`src/design/me_pkg.sv`:
```
`default_nettype none

package me_pkg;

    localparam int PIX_W   = 8;
    localparam int BLK_DIM = 8;
    localparam int ROW_W   = PIX_W * BLK_DIM;
    localparam int BLK_W   = ROW_W * BLK_DIM;

    // current block arrives four pixels per word
    localparam int CUR_WORD_W = 32;
    localparam int CUR_WORDS  = BLK_W / CUR_WORD_W;

    localparam int N_CAND     = 16;
    // worst case sad is 64 * 255 = 16320
    localparam int SAD_W      = 14;
    localparam int CAND_IDX_W = 4;

    localparam int CAND_FIFO_DEPTH   = 4;
    localparam int RESULT_FIFO_DEPTH = 2;
    localparam int RESULT_CREDITS    = 2;

    typedef logic [PIX_W-1:0]      pixel_t;
    // pixel 0 in the low byte
    typedef logic [ROW_W-1:0]      row_t;
    // row 0 in the low 64 bits
    typedef logic [BLK_W-1:0]      block_t;
    typedef logic [SAD_W-1:0]      sad_t;
    typedef logic [CAND_IDX_W-1:0] cand_idx_t;

    typedef struct packed {
        cand_idx_t best_idx;
        sad_t      best_sad;
    } result_t;

endpackage

`default_nettype wire

```
`src/design/sad_row_pipeline.sv`:
```
`timescale 1ns/10ps
`default_nettype none

module sad_row_pipeline (
    input  wire                    clk,
    input  wire                    rst,
    input  wire                    issue_valid,
    input  wire me_pkg::block_t    issue_block,
    input  wire me_pkg::cand_idx_t issue_idx,
    input  wire                    issue_last,
    input  wire me_pkg::block_t    cur_rows,
    output logic                   sad_valid,
    output me_pkg::sad_t           sad_value,
    output me_pkg::cand_idx_t      sad_idx,
    output logic                   sad_last
);

    import me_pkg::*;

    // slot s holds a candidate about to add row s
    logic      st_valid [BLK_DIM+1];
    sad_t      st_sum   [BLK_DIM+1];
    cand_idx_t st_idx   [BLK_DIM+1];
    logic      st_last  [BLK_DIM+1];
    // rows not yet summed, next one in the low bits
    block_t    st_rows  [BLK_DIM];

    function automatic logic [PIX_W+2:0] row_sad(row_t cand, row_t cur);
        logic [PIX_W+2:0] acc;
        pixel_t           a;
        pixel_t           b;
        acc = '0;
        for (int i = 0; i < BLK_DIM; i++) begin
            a   = cand[i*PIX_W +: PIX_W];
            b   = cur[i*PIX_W +: PIX_W];
            acc = acc + ((a > b) ? a - b : b - a);
        end
        return acc;
    endfunction

    assign st_valid[0] = issue_valid;
    assign st_sum[0]   = '0;
    assign st_idx[0]   = issue_idx;
    assign st_last[0]  = issue_last;
    assign st_rows[0]  = issue_block;

    for (genvar s = 0; s < BLK_DIM; s++) begin : g_stage
        always_ff @(posedge clk) begin
            if (rst)
                st_valid[s+1] <= 1'b0;
            else
                st_valid[s+1] <= st_valid[s];
        end

        always_ff @(posedge clk) begin
            st_sum[s+1]  <= st_sum[s] + SAD_W'(row_sad(st_rows[s][ROW_W-1:0],
                                                       cur_rows[s*ROW_W +: ROW_W]));
            st_idx[s+1]  <= st_idx[s];
            st_last[s+1] <= st_last[s];
        end

        if (s < BLK_DIM - 1) begin : g_shift
            always_ff @(posedge clk) begin
                st_rows[s+1] <= st_rows[s] >> ROW_W;
            end
        end
    end

    assign sad_valid = st_valid[BLK_DIM];
    assign sad_value = st_sum[BLK_DIM];
    assign sad_idx   = st_idx[BLK_DIM];
    assign sad_last  = st_last[BLK_DIM];

endmodule

`default_nettype wire

```
`config.mk`:
```
export PLATFORM = sky130hd
export DESIGN_NAME = sad_row_pipeline
export DESIGN_NICKNAME = d
export VERILOG_FILES = /design/src/design/me_pkg.sv /design/src/design/sad_row_pipeline.sv
export SDC_FILE = /design/constraint.sdc
export NUM_CORES = 2
export LEC_CHECK = 0
export BUFFER_PORTS_ARGS = -buffer_cell sky130_fd_sc_hd__buf_2
export CAP_MARGIN = 40
export CORE_MARGIN = 3
export CORE_UTILIZATION = 41
export CTS_BUF_LIST = sky130_fd_sc_hd__clkbuf_16
export CTS_CLUSTER_DIAMETER = 120
export DETAILED_ROUTE_END_ITERATION = 12
export GPL_ROUTABILITY_DRIVEN = 0
export PLACE_DENSITY = 0.56
export SLEW_MARGIN = 20
export SYNTH_ARGS = -nofsm -noshare
export SYNTH_HDL_FRONTEND = slang
export SYNTH_SLANG_ARGS = --single-unit
```
`constraint.sdc`:
```
create_clock -name clk -period 8.47 [get_ports clk]
set_input_delay 0.847 -clock clk [delete_from_list [all_inputs] [get_ports clk]]
set_output_delay 0.847 -clock clk [all_outputs]
set_load 0.03 [all_outputs]
```
# Word-level counts from Yosys, hierarchy flattened
# Cells that the tools add are included.
# Widths: inputs -> output; s select.
# classes
add_sub_neg	191
n_mux	64
magnitude_cmp	64
# ops
cell	count
$sub 8x8->9	128
$mux 11	64
$add 11x11->11	56
$gt 8x8->1	64
$add 14x11->14	4
$add 13x11->14	1
$add 12x11->13	1
$add 11x11->12	1
# word_totals
inputBits	1032
elab_cells	358
output_inout_bits	20
ff_bits	1946

# Depth between registers and ports, before layout
# depth
ltp_word	10
depth_mapped	33
depth_no_buf	31

# Worst setup path after synthesis
# OpenSTA, ideal clock, no wires.
# synth_path
path_kind	input-to-reg
start	in cur_rows[146]
end	reg st_sum[81] in the netlist's numbering
setup_slack_ps	927
path_buffers	1
arrival_ps	7470
setup_time_ps	72
stages	30
required_time_ps	8398
cell_sequence	inv_1 > ha_1 > clkbuf_1 > o21a_1 > o31ai_1 > a21oi_1 > o21ai_0 > a21oi_2 > mux2_2 > xnor2_1 > fa_1 > fa_1 > fa_1 > inv_1 > fa_1 > inv_1 > ha_1 > a21o_1 > a21oi_1 > nor2b_1 > o21ai_0 > nand2b_1 > xor2_1 > ha_1 > or2_2 > and2_1 > and4_1 > or3_1 > a21oi_1 > xnor2_1
# synth_between
elab_chain_cells	9
word_cells_on_any_way	11
cone_classes	9 x add/sub; 1 x order compare; 1 x mux
# synth_rtl
item	line	rtl
from (decl)	sad_row_pipeline.sv:11	input wire me_pkg::block_t cur_rows,
$sub 8x8->9 or $gt 8x8->1 (tied branches)	sad_row_pipeline.sv:36	acc = acc + ((a > b) ? a - b : b - a);
$mux 11 (*)	sad_row_pipeline.sv:36	
$add 11x11->11 (*) (6 in series)	sad_row_pipeline.sv:36	
$add 12x11->13 (*)	sad_row_pipeline.sv:56	st_sum[s+1] <= st_sum[s] + SAD_W'(row_sad(st_rows[s][ROW_W-1:0],
to (signal, indexed assignment)	sad_row_pipeline.sv:56	
to (decl)	sad_row_pipeline.sv:22	sad_t st_sum [BLK_DIM+1];
# Every way passes the cells marked *; elsewhere a longest branch is shown, timed or not.
# A chain may end at the register's enable or synchronous reset.

# Worst setup path in the final report
# layout_path
start	reg st_rows[2579] in the netlist's numbering
end	reg st_sum[81] in the netlist's numbering
# layout_between
elab_chain_cells	9
word_cells_on_any_way	11
cone_classes	9 x add/sub; 1 x order compare; 1 x mux
# layout_rtl
item	line	rtl
from (decl)	sad_row_pipeline.sv:26	block_t st_rows [BLK_DIM];
from (signal, indexed assignment)	sad_row_pipeline.sv:64	st_rows[s+1] <= st_rows[s] >> ROW_W;
$sub 8x8->9 or $gt 8x8->1 (tied branches)	sad_row_pipeline.sv:36	
$mux 11 (*)	sad_row_pipeline.sv:36	
$add 11x11->11 (*) (6 in series)	sad_row_pipeline.sv:36	
$add 12x11->13 (*)	sad_row_pipeline.sv:56	
# Marks and branches as above.

==> key figures <==
Run status
  • Status: finished, final reports clean

Critical path
  • CP Max Fanout: 7
  • Top cell by count, worst path: fa_1
  • Critical path required time: 9190 ps
  • Largest stage delay, worst path: 550 ps
  • Critical path class: flop to flop
  • CP arrival: 8330 ps
  • Worst setup SP type: flop
  • Crit-path slowest cell: fa_1
  • CP endpoint kind: flop

Placement
  • Dpl cell area: 110000 um2
  • Pre-CTS WS: 300 ps
  • I/O Buffers: 1051
  • Dpl hpwl: 234 mm

Die
  • # IOs: 1052
  • Die area: 254000 um2
  • Die width: 504 um
  • Rows: 182
  • Die height: 504 um
  • Starting Density: 41.2%
  • Core ar.: 246000 um2

Synthesis
  • FFs w/ async S/R, synth: 0%
  • EDFF count, synth: 0
  • Synth Register Bits: 1946
  • Simple-Gate Fraction of Synth Area: 7.59%
  • Synth Area in Compound Gates: 12.4%
  • Largest family of logic cells by synthesized area: adder cells
  • Post-Syn Area: 102000 um2
  • Net Count, Synth: 12900
  • Syn avg cell area: 10.1 um2
  • Post-synthesis adder-cell area fraction: 26.1%
  • Area leader, netlist: dfxtp_1
  • Yosys warning total: 0
  • Sequential-to-total area share from yosys stat: 38.4%
  • Cells after Synth: 10100
  • Top cell type's share of synthesized area: 38.4%
  • Synth area leaders: dfxtp_1 (38%), ha_1 (15%), fa_1 (11%)
  • Post-Synth XOR/XNOR Area: 4.45%
  • Netlist cell types: 95
  • Multiplexer share of the synthesized area: 3.82%
  • Ys flop type: dfxtp_1

CTS
  • TritonCTS clock tree: built
  • Clock Pin Slew Worst Setup and Hold Paths: 70 ps
  • Clk sink count: 1946
  • Post-CTS setup buffers: 0
  • Post-CTS Resized: 0
  • Root Buffer: clkbuf_16
  • Hold_buf cts: 0
  • Num CTS Buffers: 197
  • Deepest clock path buffer count: 3
  • Clk Latency, worst-skew pair: 830 ps
  • CTS H-tree depth: 4

Routing
  • DR vias: 71800
  • Via-per-instance ratio: 4.87
  • Drc violations: 0
  • Routed WL per cell: 18.7 um
  • ANT nets after route: 0
  • DR pass1 iterations: 6
  • Total wire length: 275 mm
  • Initial detailed-routing violation count: 3973

STA
  • Setup TNS: 0 ps
  • Min cycle time layout: 7610 ps
  • Worst-margin pin slew: 772 ps
  • Setup violators final: 0
  • Clock Skews: 82.0 ps
  • Setup ws final: 858 ps
  • Worst relative slew slack: 48.2%
  • Slew Limit Fails: 0
  • RSZ-0062 raised after global routing: false
  • Final Hold Viols: 0
  • Tcrit/Tclk final: 89.9%
  • Fmax: 131 MHz

GRT
  • Total track usage: 21.1%
  • Vias in the first global route: 72300
  • Overflow after GRT: 0
  • Largest net degree at the start of global routing: 18
  • Initial antenna violation count: 201
  • Global-route wire length before repair: 412 mm

Layout
  • Multi-input gate area: 55200 um2
  • Net count, final: 14000
  • Final instance area: 117000 um2
  • FILL cells: 23100
  • Layout cell share with drive strength beyond 1: 13.3%
  • Register Area: 39000 um2
  • Most frequent cells in the layout: dfxtp_1 (1946), inv_1 (1821), ha_1 (1200), buf_2 (1051), a21oi_1 (627)
  • Commonest non-fill, non-tap cell in the layout: dfxtp_1
  • P&R area growth vs syn: 15.2%
  • Post-layout util: 47.5%

Job
  • Max-capacitance violation count: 0

Min path
  • Worst Hold Class: input port to flop
## layout make-up
cell class,count,area share [%]
Sequential cell,1946,33.3
Inverter,1783,5.72
Antenna cell,91,0.195
Clock inverter,163,1.25
Timing Repair Buffer,1062,4.57
Tap cell,3312,3.54
Clock buffer,197,4.22
Multi-Input combinational cell,6206,47.2
## Yosys cell counts (31+ instances only)
master,instances
dfxtp_1,1946
inv_1,1782
ha_1,1200
a21oi_1,627
fa_1,575
o21ai_0,443
nor2_1,399
nand2_1,351
xnor2_1,343
mux2i_1,332
a21o_1,251
xor2_1,173
nor2b_1,170
nor3_1,154
nand2b_1,122
o21a_1,102
clkbuf_1,92
nand4_1,92
a31oi_1,66
nand3_1,64
o31ai_1,49
mux2_2,48
or3_1,47
a211oi_1,42
o41ai_1,39
o21bai_1,38
a211o_1,36
buf_2,31
## critical path: cells and delay by family, from the launching register on
kind	cells	cell delay (ps)
muxes	1	410
DFF	1	320
adders and majority gates	7	3120
and+or+nand+nor	6	1220
AOI/OAI and AO/OA	9	1860
xor gates and xnor gates	3	480
buffers and inverters	2	130
## through the flow
stage	instances	hold WS [ps]
after floorplan	10100	310
after global placement	14300	309
after detailed placement	14300	312
after CTS	14700	2.88
after global routing	14700	19.3
final	14800	102
## flip-flops by register name (all words and copies together), names as in the netlist
name and count:
st_rows 1792, st_last 7, st_sum 92, sad_last 1
sad_idx 4, st_idx 28, st_valid 7, sad_valid 1
sad_value 14
## logic make-up after synthesis
logic type | Yosys count
flops | 1946
buf+inv | 1932
mux | 381
xor+xnor | 516
compound gates | 1975
fa+ha+maj | 1775
simple gates | 1559
## final timing paths
kind	startpoint	end	slack (ps)	cells after the start
max	st_rows[2579]$_DFF_P_	st_sum[81]$_DFF_P_	860	28
min	issue_block[356]	st_rows[3364]$_DFF_P_	100	1
min reg2reg	st_rows[1178]$_DFF_P_	st_rows[602]$_DFF_P_	280	0
max reg2reg	st_rows[2579]$_DFF_P_	st_sum[81]$_DFF_P_	860	28
## per-layer routing
metal	up-vias	share of wire, %	track usage [%]
li1	35300	-	-
met4	100	3.7	7.69
met1	33800	42	25.7
met5	-	0.25	0
met3	565	7.0	4.99
met2	1984	47	36.1
Power is not shown: default switching activity piles up to over one toggle a cycle in this logic, so the estimate is an artifact.
