$ cat src/design/me_pkg.sv
`default_nettype none

package me_pkg;

    localparam int PIX_W   = 8;
    localparam int BLK_DIM = 8;
    localparam int ROW_W   = PIX_W * BLK_DIM;
    localparam int BLK_W   = ROW_W * BLK_DIM;

    // current block arrives four pixels per word
    localparam int CUR_WORD_W = 32;
    localparam int CUR_WORDS  = BLK_W / CUR_WORD_W;

    localparam int N_CAND     = 16;
    // worst case sad is 64 * 255 = 16320
    localparam int SAD_W      = 14;
    localparam int CAND_IDX_W = 4;

    localparam int CAND_FIFO_DEPTH   = 4;
    localparam int RESULT_FIFO_DEPTH = 2;
    localparam int RESULT_CREDITS    = 2;

    typedef logic [PIX_W-1:0]      pixel_t;
    // pixel 0 in the low byte
    typedef logic [ROW_W-1:0]      row_t;
    // row 0 in the low 64 bits
    typedef logic [BLK_W-1:0]      block_t;
    typedef logic [SAD_W-1:0]      sad_t;
    typedef logic [CAND_IDX_W-1:0] cand_idx_t;

    typedef struct packed {
        cand_idx_t best_idx;
        sad_t      best_sad;
    } result_t;

endpackage

`default_nettype wire

$ cat src/design/cur_block_buffer.sv
`timescale 1ns/10ps
`default_nettype none

module cur_block_buffer (
    input  wire                          clk,
    input  wire                          rst,
    input  wire                          next_block,
    input  wire [me_pkg::CUR_WORD_W-1:0] cur_in,
    output logic                         need_cur,
    output me_pkg::block_t               cur_rows
);

    import me_pkg::*;

    // half selects the block being read, the other one is loaded
    block_t                       buf_0;
    block_t                       buf_1;
    logic                         half;
    logic [$clog2(CUR_WORDS)-1:0] addr;
    logic                         at_inter;
    logic [$clog2(BLK_DIM)-1:0]   inter_state;

    always_ff @(posedge clk) begin
        if (need_cur) begin
            if (half)
                buf_0[addr*CUR_WORD_W +: CUR_WORD_W] <= cur_in;
            else
                buf_1[addr*CUR_WORD_W +: CUR_WORD_W] <= cur_in;
        end
    end

    // 16 load words per block, one per cycle
    always_ff @(posedge clk) begin
        if (rst) begin
            need_cur <= 1'b0;
            addr     <= '0;
        end else if (next_block) begin
            need_cur <= 1'b1;
            addr     <= '0;
        end else if (need_cur) begin
            addr <= addr + 1'b1;
            if (addr == CUR_WORDS - 1)
                need_cur <= 1'b0;
        end
    end

    // switch-over walks down one row per cycle
    always_ff @(posedge clk) begin
        if (rst) begin
            half        <= 1'b0;
            at_inter    <= 1'b0;
            inter_state <= '0;
        end else if (next_block) begin
            half        <= ~half;
            at_inter    <= 1'b1;
            inter_state <= '0;
        end else if (at_inter) begin
            if (inter_state == BLK_DIM - 2) begin
                at_inter    <= 1'b0;
                inter_state <= '0;
            end else begin
                inter_state <= inter_state + 1'b1;
            end
        end
    end

    always_comb begin
        logic take_new;
        logic sel;
        for (int r = 0; r < BLK_DIM; r++) begin
            // row r moves to the new half r cycles after the flip
            take_new = !at_inter || (inter_state >= r);
            sel      = take_new ? half : ~half;
            if (sel)
                cur_rows[r*ROW_W +: ROW_W] = buf_1[r*ROW_W +: ROW_W];
            else
                cur_rows[r*ROW_W +: ROW_W] = buf_0[r*ROW_W +: ROW_W];
        end
    end

endmodule

`default_nettype wire

$ cat config.mk
export PLATFORM = sky130hd
export DESIGN_NAME = cur_block_buffer
export DESIGN_NICKNAME = d
export VERILOG_FILES = /design/src/design/me_pkg.sv /design/src/design/cur_block_buffer.sv
export SDC_FILE = /design/constraint.sdc
export NUM_CORES = 1
export LEC_CHECK = 0
export ABC_AREA = 1
export BUFFER_PORTS_ARGS = -buffer_cell sky130_fd_sc_hd__buf_4
export CAP_MARGIN = 20
export CORE_UTILIZATION = 35
export DETAILED_ROUTE_END_ITERATION = 12
export HOLD_SLACK_MARGIN = 0.08
export PLACE_DENSITY = 0.61
export SETUP_SLACK_MARGIN = 0.5
export SYNTH_ARGS = -nofsm -noshare
export SYNTH_HDL_FRONTEND = slang
export SYNTH_SLANG_ARGS = --single-unit
$ cat constraint.sdc
create_clock -name clk -period 4.4 [get_ports clk]
set_input_delay 0.88 -clock clk [delete_from_list [all_inputs] [get_ports clk]]
set_output_delay 0.88 -clock clk [all_outputs]
set_load 0.01 [all_outputs]
Word-level counts from Yosys, hierarchy flattened
Index checks and enable logic that the tools add are counted.
{"block": "word_totals", "register_bits": 1034, "elab_cells": 57, "output_inout_bits": 513}
{"block": "classes", "n_eq_ne": 2, "mux": 24, "bitwise_logic": 1, "n_lt_le_gt_ge": 7, "shift": 2, "n_reduce_logical": 11, "addsub": 3}
{"operator": "512-bit bitwise mux", "count": 2}
{"operator": "64-bit two-way mux", "count": 8}
{"operator": "32-bit by 34-bit variable shift with 512-bit output, first input constant", "count": 1}
{"operator": "32-bit by 34-bit variable part select with 512-bit output", "count": 1}
{"operator": "9-bit negator with 34-bit output", "count": 1}
{"operator": "1-bit two-way mux", "count": 13}
{"operator": "3-bit greater-or-equal comparator, second input constant", "count": 4}
{"operator": "1-bit logical OR", "count": 7}
{"operator": "3-bit by 2-bit greater-or-equal comparator with 1-bit output, second input constant", "count": 2}
{"operator": "4-bit by 1-bit adder with 4-bit output, second input constant", "count": 1}
{"operator": "4-bit == test, second input constant", "count": 1}
{"operator": "2-bit AND reduction", "count": 2}
{"operator": "3-bit by 1-bit adder with 3-bit output, second input constant", "count": 1}
{"operator": "3-bit == test, second input constant", "count": 1}
{"operator": "3-bit by 1-bit greater-or-equal comparator with 1-bit output, second input constant", "count": 1}
{"operator": "3-bit two-way mux", "count": 1}
{"operator": "2-bit OR reduction", "count": 1}
{"operator": "1-bit logical NOT", "count": 1}
{"operator": "1-bit NOT", "count": 1}

Longest topological paths before layout
{"block": "depth", "ltp_word": 4, "ltp_mapped": 11, "ltp_nobuf": 9}

Worst setup path after synthesis
No wires, ideal clock.
{"block": "synth_timing", "path_kind": "flip-flop to flip-flop", "from": "reg addr[0] (netlist name)", "to": "reg buf_0[160] (enable)", "setup_slack_ps": 58, "arrival_ps": 3881, "n_path_buf": 2, "path_stages_with_launch": 9, "setup_time_ps": 461, "cell_sequence": "dfxtp_1 -> inv_2 -> clkbuf_1 -> ha_1 -> nand2_1 -> nand2_1 -> nand3_1 -> clkbuf_1 -> nor3_1"}
{"item": "end signal, assigned by index", "line": "cur_block_buffer.sv:26", "text": "buf_0[addr*CUR_WORD_W +: CUR_WORD_W] <= cur_in;"}
{"item": "end, declared", "line": "cur_block_buffer.sv:16", "text": "block_t buf_0;"}

Worst setup path after layout
{"block": "layout_timing", "from": "reg half", "to": "out cur_rows[399]"}
{"block": "layout_between", "elab_chain_cells": 3}
{"item": "start, declared", "line": "cur_block_buffer.sv:18", "text": "logic half;"}
{"item": "start signal, assigned", "line": "cur_block_buffer.sv:54", "text": "half <= ~half;"}
{"item": "1-bit NOT (no line)"}
{"item": "1-bit two-way mux (*)", "line": "cur_block_buffer.sv:73", "text": "sel = take_new ? half : ~half;"}
{"item": "64-bit two-way mux (*)", "line": "cur_block_buffer.sv:74", "text": "if (sel)"}
{"item": "end, declared", "line": "cur_block_buffer.sv:10", "text": "output me_pkg::block_t cur_rows"}
Every way passes the cells marked *; elsewhere a longest branch is shown, timed or not.

==> flow_metrics.py <==
metrics = {
    "run_status": {
        "run_status": "finished, final reports clean",
    },
    "floorplan": {
        "design.die.area_sq_um": 123000,
        "die_y_um": 351,
        "core_area_sq_um": 120000,
        "ioPinCount": 548,
        "initial_core_util_pct": 35.5,
        "num_rows": 127,
        "die_w_um": 351,
    },
    "setup_path": {
        "crit_fanout": 34,
        "ff2ff_setup_slack_ns": 1.05,
        "rr_worst_depth": 9,
        "slowest_delay_ns": 0.65,
        "crit_chain": "inv_2 > xor2_4 > buf_4 > o21ai_0 > buf_4",
        "worstPathArrival_ns": 3.02,
        "endpoint_kind": "output pin",
        "crit_end": "cur_rows[399]",
        "rr_startpoint": "addr[0]",
        "crit_start": "half",
        "crit_type": "reg2out",
        "crit_required_ns": 3.52,
        "crit_cells": 5,
        "timing.rr.end": "buf_0[323]",
        "path_delay_family": "buffers and inverters",
        "crit_buf_inv": 3,
        "cp_slowest_cell": "o21ai_0",
        "cpMostUsedCell": "buf_4",
        "critPathLaunchType": "register",
    },
    "clock_tree": {
        "cts_max_level": 3,
        "cts_made_buffers": 109,
        "cts_tree": "built",
        "clk_pin_slew_worst_paths_ns": 0.06,
        "clock-root-buffer": "clkbuf_16",
        "insertion_delay_ns": 0.70,
        "cts.sinks": 1034,
        "cts_buffer_depth": 3,
        "cts_hold_buf": 0,
    },
    "route": {
        "dr_total_vias": 31617,
        "antenna_left": 0,
        "drc": 0,
        "wire_per_inst_um": 26.1,
        "routed_wl_mm": 159,
        "avgViaCountPerCell": 5.19,
        "drt_first_iter_violations": 3850,
        "dr.pass1.iters": 6,
    },
    "synth": {
        "synth_warnings": 0,
        "ys_types": 24,
        "postSynthCellCount": 3843,
        "ys_seq_area_share_pct": 72.5,
        "synth_seq_cells": 1034,
        "syn_nets": 3886,
        "postSynthAreaPerCell_sq_um": 11.1,
        "synth_area_sq_um": 42700,
    },
    "global_routing": {
        "grt_max_degree": 118,
        "overflow": 0,
        "grtUsageMet1_pct": 33.3,
        "use_met2_pct": 38.9,
        "gr-max-usage-layer": "met2",
        "grt_pass1_wl_mm": 219,
        "use_met3_pct": 4.61,
        "grt.total_usage_pct": 25.2,
        "grt_pass1_vias": 29768,
        "antenna_found_initial": 4,
    },
    "sta": {
        "relSlewSlack_pct": 21.1,
        "setup_viol": 0,
        "setup_slack_ns": 0.503,
        "timing.final.crit_share_pct": 88.6,
        "drv_slew": 0,
        "fin_skew_ns": 0.0268,
        "rsz0062_at_grt": "true",
        "fin_crit_ns": 3.90,
        "tns_ns": 0,
        "fmax_ghz": 0.257,
        "finalHoldViolations": 0,
        "timing_worst_slew_pin_value_ns": 1.17,
    },
    "placement": {
        "io_buffers": 547,
        "gp_congestion": 0.893,
        "post-place-ws_ns": 1.02,
        "dp_hpwl_mm": 113,
        "placed_area_sq_um": 49100,
    },
    "power_and_ir_drop": {
        "powerDensity_nw_per_um2": 425,
        "ir_drop_v": 0.000278,
        "leakagePower_uw": 0.0209,
    },
    "cells_and_area": {
        "final_nets": 4425,
        "mostFrequentLayoutCells": "1083 x nand2_1, 1024 x edfxtp_1, 656 x buf_4, 518 x nor2_1, 387 x nand3_1",
        "final_cell_area_sq_um": 52700,
        "drive_gt1_share_pct": 20.2,
        "utilization_pct": 43.7,
        "final_common_cell": "nand2_1",
        "multi_input_area_sq_um": 10000,
        "fill_cells": 11279,
        "area_growth_syn_to_layout_pct": 23.4,
        "seq_area_sq_um": 31000,
    },
    "flow_run": {
        "drv_cap": 0,
    },
    "worst_hold_path": {
        "holdCritStartpoint": "rst",
        "hp-class": "in2reg",
    },
}
## layer usage
layer	vias up	wire length, um
met1	15589	61400
met4	2	10000
met3	335	14200
met5	-	13
li1	14046	-
met2	1645	73100
## worst min path at each step
stage / to / slack [ns] / cells past startpoint
floorplan: addr[3] / 0.42 / 1
global placement: addr[3] / 0.44 / 1
detailed placement: addr[3] / 0.44 / 1
CTS: need_cur / 0.32 / 2
global route: need_cur / 0.34 / 2
finish: need_cur / 0.36 / 2
## worst register-to-register path, delay by kind of cell (launching register included)
family	cells	cell delay [ns]
buffers and inverters	5	1.55
and+or+nand+nor	3	0.57
DFF	1	0.44
adders and majority gates	1	0.40
## metrics by stage
step	total power, uW	std cells	hold slack [ns]
floorplan	12200	3843	0.422
CTS	22400	6080	0.318
global route	23000	6084	0.337
detailed placement	13600	5878	0.438
global placement	13600	5876	0.436
finish	22400	6088	0.363
## cell families (layout without fill, tap and decap cells)
logic type	count (synthesis)	after routing	synth area share (%)
adder cells (fa/ha/maj)	8	8	0.234
AO/OA/AOI/OAI	142	142	1.67
other	0	4	0
XOR/XNOR	2	2	0.0410
buffers and inverters	501	1130	4.95
flip-flops	1034	1034	72.5
AND/OR/NAND/NOR	2156	2156	20.6
## synthesized netlist by cell type
master	number	share of area, %
clkinv_1	1	0.0088
dfxtp_1	10	0.47
nor4_1	32	0.47
inv_1	243	2.1
nor2_2	1	0.015
nor3_1	81	0.95
o31ai_1	1	0.018
buf_2	141	1.7
nand4_1	13	0.19
nand2_2	2	0.029
inv_2	7	0.062
xor2_1	2	0.041
buf_4	15	0.26
o21ai_1	65	0.76
nand3_1	392	4.6
edfxtp_1	1024	72
nor2_1	540	4.7
or2_2	1	0.015
o21ai_0	67	0.79
ha_1	8	0.23
nand2_1	1094	9.6
clkbuf_1	81	0.71
buf_1	13	0.11
a21oi_1	9	0.11
## registers in the layout (all words and copies together), names as in the netlist
signal and cells:
addr 4, buf_1 512, inter_state 3, need_cur 1
buf_0 512, at_inter 1, half 1
## repair_timing
action                                  in CTS  in global routing
endpoints found under the setup margin     168                275
setup buffers                                0                  4
gates resized for setup                     13                 26
cloned                                       1                  0
pin swaps                                    0                  0
## power by group
group          internal, uW  switching [uW]
logic                   894            1850
clock network          5000            3910
registers             10700            14.4
## area by class of cell
class / count / area share (%)
clock buffers: 137 / 5.50
flip-flops and latches: 1034 / 58.8
inverters: 251 / 1.81
well taps: 1612 / 3.83
clock inverters: 64 / 0.950
multi-input cells: 2308 / 19.1
diodes: 4 / 0.0190
repair buffers: 678 / 10.1
(Power assumes the default switching activity.)
