### config.mk
export PLATFORM = sky130hd
export DESIGN_NAME = cand_issue_ctrl
export DESIGN_NICKNAME = d
export VERILOG_FILES = /design/src/design/me_pkg.sv /design/src/design/cand_issue_ctrl.sv
export SDC_FILE = /design/constraint.sdc
export NUM_CORES = 1
export LEC_CHECK = 0
export BUFFER_PORTS_ARGS = -buffer_cell sky130_fd_sc_hd__buf_4
export CORE_AREA = 2 2 398 400
export CTS_CLUSTER_DIAMETER = 60
export DETAILED_ROUTE_END_ITERATION = 6
export DIE_AREA = 0 0 400 402
export PLACE_DENSITY = 0.3
export SLEW_MARGIN = 20
export SYNTH_ARGS = -nofsm -noshare
export SYNTH_HDL_FRONTEND = slang
export SYNTH_SLANG_ARGS = --single-unit
### constraint.sdc
create_clock -name clk -period 29.3 [get_ports clk]
set_input_delay 0 -clock clk [delete_from_list [all_inputs] [get_ports clk]]
set_output_delay 0 -clock clk [all_outputs]
set_load 0.1 [all_outputs]
### src/design/me_pkg.sv
`default_nettype none

package me_pkg;

    localparam int PIX_W   = 8;
    localparam int BLK_DIM = 8;
    localparam int ROW_W   = PIX_W * BLK_DIM;
    localparam int BLK_W   = ROW_W * BLK_DIM;

    // current block arrives four pixels per word
    localparam int CUR_WORD_W = 32;
    localparam int CUR_WORDS  = BLK_W / CUR_WORD_W;

    localparam int N_CAND     = 16;
    // worst case sad is 64 * 255 = 16320
    localparam int SAD_W      = 14;
    localparam int CAND_IDX_W = 4;

    localparam int CAND_FIFO_DEPTH   = 4;
    localparam int RESULT_FIFO_DEPTH = 2;
    localparam int RESULT_CREDITS    = 2;

    typedef logic [PIX_W-1:0]      pixel_t;
    // pixel 0 in the low byte
    typedef logic [ROW_W-1:0]      row_t;
    // row 0 in the low 64 bits
    typedef logic [BLK_W-1:0]      block_t;
    typedef logic [SAD_W-1:0]      sad_t;
    typedef logic [CAND_IDX_W-1:0] cand_idx_t;

    typedef struct packed {
        cand_idx_t best_idx;
        sad_t      best_sad;
    } result_t;

endpackage

`default_nettype wire

### src/design/cand_issue_ctrl.sv
`timescale 1ns/10ps
`default_nettype none

module cand_issue_ctrl (
    input  wire                    clk,
    input  wire                    rst,
    input  wire                    fifo_empty,
    input  wire me_pkg::block_t    fifo_data,
    input  wire                    need_cur,
    input  wire                    slot_free,
    output logic                   cand_pop,
    output logic                   next_block,
    output logic                   issue_valid,
    output me_pkg::block_t         issue_block,
    output me_pkg::cand_idx_t      issue_idx,
    output logic                   issue_last
);

    import me_pkg::*;

    logic                                   primed;
    logic                                   prime_pulse;
    logic                                   in_block;
    cand_idx_t                              idx_cnt;
    logic [$clog2(RESULT_FIFO_DEPTH+1)-1:0] reserved;
    logic                                   start;

    // a new block needs its pixels loaded and a free result slot
    assign start = primed && !prime_pulse && !in_block && !need_cur && !fifo_empty
                   && (reserved < RESULT_FIFO_DEPTH);

    assign cand_pop   = start || (in_block && !fifo_empty);
    assign next_block = prime_pulse || start;

    // first pulse after reset only fills the idle half
    always_ff @(posedge clk) begin
        if (rst) begin
            primed      <= 1'b0;
            prime_pulse <= 1'b0;
        end else begin
            primed      <= 1'b1;
            prime_pulse <= !primed;
        end
    end

    always_ff @(posedge clk) begin
        if (rst) begin
            in_block    <= 1'b0;
            idx_cnt     <= '0;
            issue_valid <= 1'b0;
        end else begin
            issue_valid <= cand_pop;
            if (cand_pop) begin
                idx_cnt  <= idx_cnt + 1'b1;
                in_block <= (idx_cnt != CAND_IDX_W'(N_CAND - 1));
            end
        end
    end

    always_ff @(posedge clk) begin
        if (rst) begin
            reserved <= '0;
        end else begin
            case ({start, slot_free})
                2'b10:   reserved <= reserved + 1'b1;
                2'b01:   reserved <= reserved - 1'b1;
                default: reserved <= reserved;
            endcase
        end
    end

    always_ff @(posedge clk) begin
        if (cand_pop) begin
            issue_block <= fifo_data;
            issue_idx   <= idx_cnt;
            issue_last  <= (idx_cnt == CAND_IDX_W'(N_CAND - 1));
        end
    end

endmodule

`default_nettype wire

Word-level counts from Yosys, hierarchy flattened
Index checks and enable logic that the tools add are counted.

$add $sub $neg: 3. Order comparisons: 1. Eq/ne operators: 4. Mux-type cells: 2. Reduce and logical (&&, ||, !) cells: 14.

Operators with widths (number): $logic_and A1 B1 Y1 (6); $logic_not A1 Y1 (5); $add A4 B1 Y4 const B (1); $eq A4 B4 Y1 const B (1); $ne A4 B4 Y1 const B (1); $pmux W2 S2 (1); $add A2 B1 Y2 const B (1); $eq A2 B1 Y1 const B (1); $eq A2 B2 Y1 const B (1); $logic_or A1 B1 Y1 (2); $lt A2 B2 Y1 const B (1); $reduce_bool A2 Y1 (1); $sub A2 B1 Y2 const B (1); $mux W1 (1).

Register bits: 527. Input port bits: 517. Output and inout port bits: 520. Logic and storage cells: 33.

Depth between registers and ports, before layout
Word-level depth: 8. Gate-level depth with buffers: 6. Depth with buffers taken out: 6.

Least setup slack after synthesis
OpenSTA, ideal clock, no wires.

Kind: register to register. From: register in_block. To: register idx_cnt[0]. Library setup time: 141 ps. Arrival: 17038 ps. Data required time: 29159 ps. Path slack: 12121 ps. Cell stages (with the launch flop): 4. Path buffers: 0. Clock period less this slack: 17179 ps. Path through: dfxtp_1 -> inv_1 -> a21oi_2 -> mux2_1.

Cells in the longest elaborated chain, start to end: 6. Elaborated cells on any way between the ends: 7. Those cells by class: 7 x reduce/logical.

RTL lines: start, declared (RTL line cand_issue_ctrl.sv:23) `logic in_block;`; start signal, assigned (RTL line cand_issue_ctrl.sv:55) `in_block <= (idx_cnt != CAND_IDX_W'(N_CAND - 1));`; $logic_not A1 Y1 (RTL line cand_issue_ctrl.sv:29) `assign start = primed && !prime_pulse && !in_block && !need_cur && !fifo_empty`; $logic_and A1 B1 Y1 (3 in series) (RTL line cand_issue_ctrl.sv:29); $logic_and A1 B1 Y1 (RTL line cand_issue_ctrl.sv:30) `&& (reserved < RESULT_FIFO_DEPTH);`; $logic_or A1 B1 Y1 * (RTL line cand_issue_ctrl.sv:32) `assign cand_pop = start || (in_block && !fifo_empty);`; via cand_pop (RTL line cand_issue_ctrl.sv:11) `output logic cand_pop,`; end signal, assigned (RTL line cand_issue_ctrl.sv:54) `idx_cnt <= idx_cnt + 1'b1;`; end, declared (RTL line cand_issue_ctrl.sv:24) `cand_idx_t idx_cnt;`.

Mark *: on every way through the listed nets, which the timed path passes. The rest lies on a longest branch. A chain may end at the register's enable or synchronous reset.

Final worst setup path
From: register reserved[1]. To: register issue_block[105], enable pin.

Cells in the longest elaborated chain, start to end: 3.

RTL lines: start, declared (RTL line cand_issue_ctrl.sv:25) `logic [$clog2(RESULT_FIFO_DEPTH+1)-1:0] reserved;`; start signal, assigned (RTL line cand_issue_ctrl.sv:65) `2'b10: reserved <= reserved + 1'b1;`; start signal, assigned (RTL line cand_issue_ctrl.sv:66) `2'b01: reserved <= reserved - 1'b1;`; start signal, assigned (RTL line cand_issue_ctrl.sv:67) `default: reserved <= reserved;`; $lt A2 B2 Y1 (RTL line cand_issue_ctrl.sv:30); $logic_and A1 B1 Y1 (RTL line cand_issue_ctrl.sv:30); $logic_or A1 B1 Y1 (RTL line cand_issue_ctrl.sv:32); end signal, assigned (RTL line cand_issue_ctrl.sv:74) `issue_block <= fifo_data;`; end, declared (RTL line cand_issue_ctrl.sv:14) `output me_pkg::block_t issue_block,`.

Every way passes these cells.

==> impl_results.md <==
* Sequential element share of the synthesized area at 0.983
* Reg2Reg Depth at 6
* R2R Setup Slk at 24.19 ns
* Cell area after synthesis at 0.0160 mm2
* F_max at 196 MHz
* H-tree Lvls at 3
* Clock sink count at 527
* Reg-to-reg endpoint: issue_block[105]
* Initial antenna violation count at 12
* Mapped Nets at 1085
* Vias per std cell at 2.94
* Worst path slowest cell: buf_4
* Setup violations, final at 0
* Part of the cycle the worst path needs at 0.175
* Gate Count Post-Synth at 566
* Slew @ Worst Pin at 0.966 ns
* Worst slew margin at 0.356
* CP cell instances: or4b_4 > a21oi_4 > buf_4 > buf_4 > buf_4 > buf_4
* Gr ovfl total at 0
* Largest net degree at the start of global routing at 130
* Total core area at 0.157 mm2
* Initial DRT Pass Iterations at 5
* Setup tns final at 0 ns
* Worst Setup End Kind: register
* Crit path DAT at 5.38 ns
* Yosys warns at 0
* Multi-input gate area at 254 um2
* DR iter-0 viols at 565
* Clk slew on worst S/H paths at 0.06 ns
* Hold_sp: fifo_data[350]
* Via Count at 13.3k
* Critical Path Most Common Cell: buf_4
* WP data required at 29.57 ns
* Final setup margin at 24.19 ns
* PostCTS Resize Cnt at 0
* Synth Area per Inst at 28.3 um2
* Biggest cell delay along the critical path at 0.87 ns
* Routed met3 length at 5.85 mm
* Worst hold endpoint: issue_block[350]
* Setup Skew at 0.0265 ns
* Final ANT Viol Nets at 0
* Die Height at 402 um
* Final #Nets at 2909
* Slew Viols, Final at 0
* Max-cap viol count at 0
* FF-to-FF Start: reserved[1]
* Vias in the first global route at 14.6k
* IO buf count at 1036
* Crit start category: register
* Most frequent cells in the layout: buf_4 (1042), dlygate4sd3_1 (702), edfxtp_1 (517)
* Fin crit period at 5.11 ns
* Gpl congestion at 0.801
* Crit path kind: register to register
* GRT Total Usage at 0.0926
* Max IR drop VDD at 0.0441 mV
* RSZ-0062 raised after global routing: false
* I/O pins at 1037
* Reg area at 0.0157 mm2
* Synth unique cells at 26
* Yosys top cell by area: edfxtp_1
* Worst-Skew Late Latency at 0.65 ns
* Crit-path max FO at 77
* Root Buffer: clkbuf_16
* Die Footprint at 0.161 mm2
* Post-DP HPWL at 59.9 mm
* Max clock buf depth at 3
* Hold path depth at 2
* Outcome: finished clean
* First-pass GRT wire length at 106 mm
* Leakage at 14.0 nW
* Yosys reg bits at 527
* DR DRC count at 0
* Synth top area share at 0.971
* Layout area overhead at 124%
* Top cells by area, synth: edfxtp_1 (97%), dfxtp_1 (1.3%), ha_1 (0.16%)
* Power density cells at 60.8 mW/mm2
* CP startpoint: reserved[1]
* Row count at 146
* Num CTS Buffers at 78
* Die W at 400 um
* Pre-CTS WS at 24.11 ns
* Final hold vios at 0
* CTS tree: built
* DRT Wirelength at 78.3 mm
* Met1 Wirelength at 29.9 mm
* Ratio of cells with drive above 1 in the final layout at 0.474
* Starting density of the core at 0.102
* DR top layer: met5
* Metal2 WL at 40.1 mm
* Worst min-delay path category: input port to register
* Most common cell after layout, fill and taps aside: buf_4
* Fillers at 16.6k
* Routed len/inst at 17.3 um
-- metrics by stage --
stage	utilization	hold WS (ns)	instances	cell area (um2)	power, W
3_3_place_gp	0.168	0.178	3680	26400	0.00123
4_1_cts	0.228	0.000182	4516	35900	0.00222
2_1_floorplan	-	0.0793	566	16000	0.00113
6_report	0.228	0.0825	4518	35900	0.00218
3_5_place_dp	0.168	0.179	3680	26400	0.00123
5_1_grt	0.228	0.0116	4518	35900	0.00226
-- registers in the layout, summed over array words and instances, names as in the netlist --
| register | flops |
|---|---|
| issue_block | 512 |
| idx_cnt | 4 |
| issue_idx | 4 |
| reserved | 2 |
| in_block | 1 |
| issue_last | 1 |
| issue_valid | 1 |
| prime_pulse | 1 |
| primed | 1 |
-- cell type report --
class,instances,area share
Multi-Input combinational cell,34,0.00708
Antenna cell,1,0.0000698
Inverter,4,0.000419
Timing Repair Buffer,1745,0.415
Clock buffer,92,0.0559
Clock inverter,43,0.0113
Sequential cell,527,0.438
Tap cell,2072,0.0723
-- how the worst max path moves through the flow --
stage	endpoint	slack, ns
floorplan	idx_cnt[0]	12.12
global placement	issue_block[281]	24.28
detailed placement	issue_block[281]	24.11
CTS	issue_block[499]	24.11
global route	issue_block[105]	23.76
finish	issue_block[105]	24.19
-- logic make-up (layout without fill, tap and decap cells) --
| group | Yosys count | count (layout) | synth area share |
|---|---|---|---|
| other cells | 0 | 1 | 0 |
| compound gates | 9 | 9 | 0.00415 |
| fa+ha+maj | 2 | 2 | 0.00156 |
| flops | 527 | 527 | 0.983 |
| mux | 3 | 3 | 0.00203 |
| xor+xnor | 2 | 2 | 0.00110 |
| buf+inv | 5 | 1884 | 0.00117 |
| simple gates | 18 | 18 | 0.00657 |
-- power by group --
part / internal [W] / switching [W] / total [W]
clock: 0.000521 / 0.000365 / 0.000886
combinational: 0.000140 / 0.000275 / 0.000415
sequential: 0.000869 / 0.0000124 / 0.000881
total: 0.00153 / 0.000653 / 0.00218
-- what timing repair did --
item,4_1_cts,5_1_grt
setup buffers,0,0
hold buffers,701,1
endpoints found under the hold margin,527,1
-- synth_stat cells (all sizes together) --
library cell,n
a211oi,3
a21oi,4
a311o,1
and3,1
clkbuf,1
dfxtp,10
edfxtp,517
ha,2
inv,4
mux2,2
mux2i,1
nand2,2
nand2b,1
nand3,2
nor2,5
nor2b,2
nor3,1
nor4b,1
o21ai,1
or3,1
or4b,2
xnor2,1
xor2,1
-- critical path, delay by kind of cell (launching register included) --
kind / cells / cell delay [ns]
buf+inv: 4 / 3.27
flops: 1 / 0.33
compound gates: 1 / 0.32
simple gates: 1 / 0.58
-- per-layer routing --
layer | global-route usage | up-vias
met5 | 0 | -
met4 | 0.0338 | 6
met3 | 0.0299 | 122
met2 | 0.163 | 609
met1 | 0.103 | 6549
li1 | - | 5986
Power figures use the tool's default switching activity.
