===== config.mk =====
export PLATFORM = sky130hd
export DESIGN_NAME = result_egress
export DESIGN_NICKNAME = d
export VERILOG_FILES = /design/src/design/me_pkg.sv /design/src/design/credit_fifo.sv /design/src/design/result_egress.sv
export SDC_FILE = /design/constraint.sdc
export NUM_CORES = 1
export LEC_CHECK = 0
export ABC_AREA = 1
export BUFFER_PORTS_ARGS = -buffer_cell sky130_fd_sc_hd__buf_4
export CAP_MARGIN = 20
export CORE_AREA = 2 2 86 88
export CTS_CLUSTER_DIAMETER = 200
export DETAILED_ROUTE_END_ITERATION = 10
export DIE_AREA = 0 0 88 90
export PLACE_DENSITY_LB_ADDON = 0.3
export SLEW_MARGIN = 10
export SYNTH_ARGS = -nofsm -noshare
export SYNTH_HDL_FRONTEND = slang
export SYNTH_HIERARCHICAL = 1
export SYNTH_SLANG_ARGS = --single-unit

===== constraint.sdc =====
create_clock -name clk -period 1.86 [get_ports clk]
set_clock_uncertainty 0.05 [all_clocks]
set_input_delay 0.279 -clock clk [delete_from_list [all_inputs] [get_ports clk]]
set_output_delay 0.279 -clock clk [all_outputs]
set_load 0.01 [all_outputs]

===== src/design/me_pkg.sv =====
`default_nettype none

package me_pkg;

    localparam int PIX_W   = 8;
    localparam int BLK_DIM = 8;
    localparam int ROW_W   = PIX_W * BLK_DIM;
    localparam int BLK_W   = ROW_W * BLK_DIM;

    // current block arrives four pixels per word
    localparam int CUR_WORD_W = 32;
    localparam int CUR_WORDS  = BLK_W / CUR_WORD_W;

    localparam int N_CAND     = 16;
    // worst case sad is 64 * 255 = 16320
    localparam int SAD_W      = 14;
    localparam int CAND_IDX_W = 4;

    localparam int CAND_FIFO_DEPTH   = 4;
    localparam int RESULT_FIFO_DEPTH = 2;
    localparam int RESULT_CREDITS    = 2;

    typedef logic [PIX_W-1:0]      pixel_t;
    // pixel 0 in the low byte
    typedef logic [ROW_W-1:0]      row_t;
    // row 0 in the low 64 bits
    typedef logic [BLK_W-1:0]      block_t;
    typedef logic [SAD_W-1:0]      sad_t;
    typedef logic [CAND_IDX_W-1:0] cand_idx_t;

    typedef struct packed {
        cand_idx_t best_idx;
        sad_t      best_sad;
    } result_t;

endpackage

`default_nettype wire


===== src/design/credit_fifo.sv =====
`timescale 1ns/10ps
`default_nettype none

module credit_fifo #(
    parameter type payload_t = logic [31:0],
    parameter int  DEPTH     = 4
) (
    input  wire           clk,
    input  wire           rst,
    input  wire           push,
    input  wire payload_t push_data,
    input  wire           pop,
    output payload_t      pop_data,
    output logic          empty,
    output logic          credit
);

    localparam int PTR_W = (DEPTH > 1) ? $clog2(DEPTH) : 1;
    localparam int CNT_W = $clog2(DEPTH + 1);

    payload_t         mem [DEPTH];
    logic [PTR_W-1:0] wr_ptr;
    logic [PTR_W-1:0] rd_ptr;
    logic [CNT_W-1:0] count;

    function automatic logic [PTR_W-1:0] ptr_next(logic [PTR_W-1:0] ptr);
        if (ptr == PTR_W'(DEPTH - 1))
            return '0;
        return ptr + 1'b1;
    endfunction

    always_ff @(posedge clk) begin
        if (push)
            mem[wr_ptr] <= push_data;
    end

    always_ff @(posedge clk) begin
        if (rst) begin
            wr_ptr <= '0;
            rd_ptr <= '0;
            count  <= '0;
            credit <= 1'b0;
        end else begin
            if (push)
                wr_ptr <= ptr_next(wr_ptr);
            if (pop)
                rd_ptr <= ptr_next(rd_ptr);
            if (push && !pop)
                count <= count + 1'b1;
            else if (pop && !push)
                count <= count - 1'b1;
            // each freed entry hands one credit back upstream
            credit <= pop;
        end
    end

    assign pop_data = mem[rd_ptr];
    assign empty    = (count == '0);

endmodule

`default_nettype wire


===== src/design/result_egress.sv =====
`timescale 1ns/10ps
`default_nettype none

module result_egress (
    input  wire                  clk,
    input  wire                  rst,
    input  wire                  res_push,
    input  wire me_pkg::result_t res_data,
    input  wire                  result_credit,
    output logic                 result_valid,
    output me_pkg::cand_idx_t    best_idx,
    output me_pkg::sad_t         best_sad,
    output logic                 slot_free
);

    import me_pkg::*;

    result_t                             head;
    logic                                empty;
    logic                                pop;
    logic [$clog2(RESULT_CREDITS+1)-1:0] credits;

    credit_fifo #(
        .payload_t (result_t),
        .DEPTH     (RESULT_FIFO_DEPTH)
    ) res_fifo (
        .clk       (clk),
        .rst       (rst),
        .push      (res_push),
        .push_data (res_data),
        .pop       (pop),
        .pop_data  (head),
        .empty     (empty),
        .credit    (slot_free)
    );

    // send only while the consumer has room
    assign pop = !empty && (credits != '0);

    always_ff @(posedge clk) begin
        if (rst) begin
            credits      <= $bits(credits)'(RESULT_CREDITS);
            result_valid <= 1'b0;
        end else begin
            result_valid <= pop;
            case ({pop, result_credit})
                2'b10:   credits <= credits - 1'b1;
                2'b01:   credits <= credits + 1'b1;
                default: credits <= credits;
            endcase
        end
    end

    always_ff @(posedge clk) begin
        if (pop) begin
            best_idx <= head.best_idx;
            best_sad <= head.best_sad;
        end
    end

endmodule

`default_nettype wire


== After elaboration in Yosys (flattened, before gate mapping) ==
Memories as Yosys holds them, arrays and structs flattened. A register that Yosys moved wholly into a read port is not among the register bits.
Cells that the tools add are included.

* Register bits: 7
* Memory bits (writable): 36
* Input bits: 22
* Output and inout bits: 20
* Memories kept: 1

{| class="wikitable"
|+ Memory list
! memory !! words !! width !! read ports !! clocked after memory_dff !! write ports !! line !! source
|-
| res_fifo.mem || 2 || 18 || 1 || 1 || 1 || credit_fifo.sv:21 || <nowiki>payload_t mem [DEPTH];</nowiki>
|}

* Add/subtract/negate cells: 6
* Equality and inequality tests: 2
* Multiplexer cells: 15
* Reductions and logical operators: 10

{| class="wikitable"
|+ Operator list
! operator !! count
|-
| $mux W1 || 12
|-
| $reduce_bool A2 Y1 || 3
|-
| $add A2 B1 Y2 const B || 2
|-
| $mux W2 || 2
|-
| $pmux W2 S2 || 1
|-
| $sub A2 B1 Y2 const B || 2
|-
| $logic_and A1 B1 Y1 || 3
|-
| $logic_not A1 Y1 || 3
|-
| $add A1 B1 Y1 const B || 2
|-
| $eq A2 B1 Y1 const B || 1
|-
| $eq A2 B2 Y1 const B || 1
|-
| $logic_not A2 Y1 || 1
|}

== Depth between registers and ports, before layout ==
* Depth in word-level cells: 6
* Gate-level depth with buffers: 10

== Cells and area by module ==
Netlist, hierarchy kept.

{| class="wikitable"
|+ By module, submodules not included
! module !! times used !! cells each !! area each (um2) !! sequential area each (um2)
|-
| credit_fifo || 1 || 90 || 1599.0 || 1201.2
|-
| result_egress || 1 || 38 || 695.7 || 600.6
|}

== Least setup slack after synthesis ==
OpenSTA, ideal clock, no wires.

* Kind: flip-flop to flip-flop
* Start point: register credits[0]
* End point: register res_fifo.count[1]
* Data arrival time: 1.558 ns
* Required time: 1.746 ns
* Path slack: 0.188 ns
* Cell stages (with the launch flop): 10
* Buffers on the path: 0
* Period minus slack after synthesis: 1.672 ns
* Path through: dfxtp_1 inv_2 a21oi_4 inv_1 ha_1 inv_1 nand3_1 nand2_1 inv_1 nor2_1

* Word-level cells in the longest chain between the ends: 5

{| class="wikitable"
|+ RTL lines
! what !! line !! source
|-
| start, declared || result_egress.sv:21 || <nowiki>logic [$clog2(RESULT_CREDITS+1)-1:0] credits;</nowiki>
|-
| start signal, assigned || result_egress.sv:42 || <nowiki>credits <= $bits(credits)'(RESULT_CREDITS);</nowiki>
|-
| start signal, assigned || result_egress.sv:47 || <nowiki>2'b10: credits <= credits - 1'b1;</nowiki>
|-
| start signal, assigned || result_egress.sv:48 || <nowiki>2'b01: credits <= credits + 1'b1;</nowiki>
|-
| $reduce_bool A2 Y1 (*) || result_egress.sv:38 || <nowiki>assign pop = !empty && (credits != '0);</nowiki>
|-
| $logic_and A1 B1 Y1 (*) || result_egress.sv:38 ||
|-
| net pop || result_egress.sv:20 || <nowiki>logic pop;</nowiki>
|-
| $logic_not A1 Y1 || credit_fifo.sv:48 || <nowiki>if (push && !pop)</nowiki>
|-
| $logic_and A1 B1 Y1 || credit_fifo.sv:48 ||
|-
| $mux W2 or $reduce_bool A2 Y1 (tied branches) || -- ||
|-
| end signal, assigned || credit_fifo.sv:49 || <nowiki>count <= count + 1'b1;</nowiki>
|-
| end signal, assigned || credit_fifo.sv:51 || <nowiki>count <= count - 1'b1;</nowiki>
|-
| end, declared || credit_fifo.sv:24 || <nowiki>logic [CNT_W-1:0] count;</nowiki>
|}

Mark *: on every way through the listed nets, which the timed path passes. The rest lies on a longest branch.
A chain may end at the register's enable or synchronous reset.

== Worst setup path in the final report ==
Ends and elaborated chain as after synthesis.

==> summary.md <==
| Metric | Value |
|---|---|
| Drt first pass iters | 4 |
| CP Capture Type | flip-flop |
| Class of the worst hold path | input pin to flip-flop |
| DRT iter0 DRCs | 46 |
| Final cycle utilization of the critical path | between 70% and 80% |
| Crit Path Class | flip-flop to flip-flop |
| Routed Antenna Nets | 0 |
| PwrDens | approximately 1400 nW/µm² |
| Static leakage | 0.00113 µW |
| Largest net degree at the start of global routing | 20 |
| Clk slew on worst S/H paths | about 0.070 ns |
| Unrepaired setup endpoints after global routing | false |
| Run status | complete, no violations |
| Cts hold-fix bufs | 0 |
| Library cells used by synthesis | 19 |
| WL/cell | between 10 and 15 µm |
| Maximum clock rate | ~700 MHz |
| Max-cap violations | 0 |
| Synthesis Warnings | 6 |
| Post-DP HPWL | 2.33 mm |
| Vias in the first global route | around 1.2k |
| I/O pins | 42 |
| CTS Root Cell | clkbuf_8 |
| Clock sinks | between 60 and 70 |
| DRC errors left | 0 |
| Seq/Total Area, Yosys | 78.5% |
| Via density | slightly above 4 |
| Design area | approximately 2900 µm² |
| Initial core utilization | 32.7% |
| Synthesis-to-layout area growth | 25.9% |
| Worst Path Max Fanout | 4 |
| Num CTS Buffers | 9 |
| Worst-margin pin slew | roughly 0.28 ns |
| Peak VDD IR | between 0.5 and 0.6 mV |
| Overflow after GRT | 0 |
| CTS tree | done |
| Synth Instances | about 130 |
| Final net count | 207 |
| Total GRT Usage | under 10% |
| Req. time, crit path | between 2 and 2.5 ns |
| Initial antenna violation count | 0 |
| Antenna diode count | 0 |
| Setup bufs post-CTS | 0 |
| Slew margin rel. | 81.4% |
| RePlAce Congestion | between 0.7 and 0.8 |
| CTS-repair resized insts | 0 |
| Setup total negative slack | 0 ns |
| Syn_area_per_cell | about 18 µm² |
| Final Slew Violations | 0 |
| Final WL | approximately 3.5 mm |
| Setup violations, final | 0 |
| Syn Nets | about 150 |
| Die ar. | 7920 µm² |
| Period minus WS final | 1.40 ns |
| CTS max path bufs | 2 |
| Die height | approximately 90 µm |
| Placed cell areas | 2740 µm² |
| First-pass GRT wire length | 5.57 mm |
| DR vias | about 1.2k |
| Post-synthesis register bit count | between 60 and 70 |
| Row count | 31 |
| Area of the core | 7020 µm² |
| Die width | roughly 88 µm |
| CTS H-Tree Depth | 3 |
| Fraction of layout cells with a size suffix above 1 | between 40% and 50% |
| CP Launch Type | flip-flop |
| Port bufs | 41 |
| Mapped Area | approximately 2300 µm² |
| Worst Path Arrival | 1.61 ns |
| Fill cell count | 650 |
| Clock insertion delay at the later pin of the skew report | 0.32 ns |
| Final Hold Fails | 0 |
==> kinds of logic after synthesis <==
kind of cell	after synthesis	synth area share, %
DFF	63	78.5
and+or+nand+nor	22	4.14
muxes	18	10.5
buffers and inverters	17	3.82
AOI/OAI and AO/OA	5	1.58
adders and majority gates	2	1.09
xor gates and xnor gates	1	0.382
==> through the flow <==
step / setup WS [ns] / power [µW] / hold WS, ns / util (%) / instances
after floorplan: 0.188 / 2760 / 0.296 / - / 128
after global placement: 0.490 / 3240 / 0.410 / 39.0 / 271
after detailed placement: 0.473 / 3260 / 0.418 / 39.0 / 271
after CTS: 0.457 / 4210 / 0.0674 / 41.2 / 286
after global routing: 0.326 / 4380 / 0.0674 / 41.2 / 286
final: 0.462 / 4130 / 0.0889 / 41.2 / 286
==> cell usage after synthesis (all sizes together) <==
cell	instances	area, µm²
o21ai	2	10.0
a21oi	3	26.3
xnor2	1	8.76
dfxtp	9	180
mux2	18	240
inv	15	56.3
ha	2	25.0
nand2	8	30.0
nand3	3	15.0
nor3	1	5.00
edfxtp	54	1620
buf	2	31.3
nor2	8	32.5
nand4	2	12.5
==> report_power, final <==
group / switching [µW] / leakage, µW / internal [µW] / total [µW]
logic: 577 / 0.000467 / 567 / 1140
clock network: 472 / 0.0000793 / 464 / 936
registers: 117 / 0.000585 / 1940 / 2050
==> final cells by class <==
class | instances | area (µm²) | area share, %
flip-flops and latches | 63 | 1800 | 62.4
inverters | 15 | 56.3 | 1.95
repair buffers | 46 | 345 | 12.0
well taps | 99 | 124 | 4.29
multi-input cells | 48 | 408 | 14.1
clock buffers | 10 | 128 | 4.42
clock inverters | 5 | 26.3 | 0.909
==> sequential cells by signal, indices dropped and copies added, names as in the netlist, 2 cells and up, named ones only <==
| name | flops |
|---|---|
| best_idx | 4 |
| res_fifo/mem | 36 |
| res_fifo/count | 2 |
| best_sad | 14 |
| credits | 2 |
==> layer usage <==
layer	GRT usage (%)	part of all wire [%]	vias up
li1	-	-	570
met1	11.1	43	542
met2	15.3	49	32
met3	3.49	5.6	6
met4	6.92	1.8	0
met5	0	0	-
==> critical path: stages (launching register included) <==
cell     delay (ns)
dfxtp_1        0.34
inv_2          0.06
a21oi_4        0.16
inv_1          0.08
ha_1           0.32
inv_1          0.08
nand3_1        0.07
nand2_1        0.06
inv_1          0.03
nor2_1         0.08
==> path summary, 6_finish.rpt <==
kind	from	endpoint	slack, ns	depth (start not counted)
worst max register to register	credits[0]$_SDFFE_PP0P_	res_fifo/count[1]$_SDFFE_PP0P_	0.46	9
worst max-delay path	credits[0]$_SDFFE_PP0P_	res_fifo/count[1]$_SDFFE_PP0P_	0.46	9
worst min register to register	credits[1]$_SDFFE_PP1P_	credits[1]$_SDFFE_PP1P_	0.44	2
worst min-delay path	res_data[16]	res_fifo/mem[0][16]$_DFFE_PP_	0.09	1
==> placed cells by master, fill, tap and decap left out, drive strengths merged <==
cell / netlist / routed
xnor2: 1 / 1
o21ai: 2 / 2
dfxtp: 9 / 9
nand3: 3 / 3
clkbuf: 0 / 10
nand2: 8 / 8
clkinvlp: 0 / 1
ha: 2 / 2
clkinv: 0 / 4
mux2: 18 / 18
nor3: 1 / 1
edfxtp: 54 / 54
nor2: 8 / 8
inv: 15 / 15
nand4: 2 / 2
buf: 2 / 46
a21oi: 3 / 3
No activity file was read; power rests on OpenSTA's default activity.
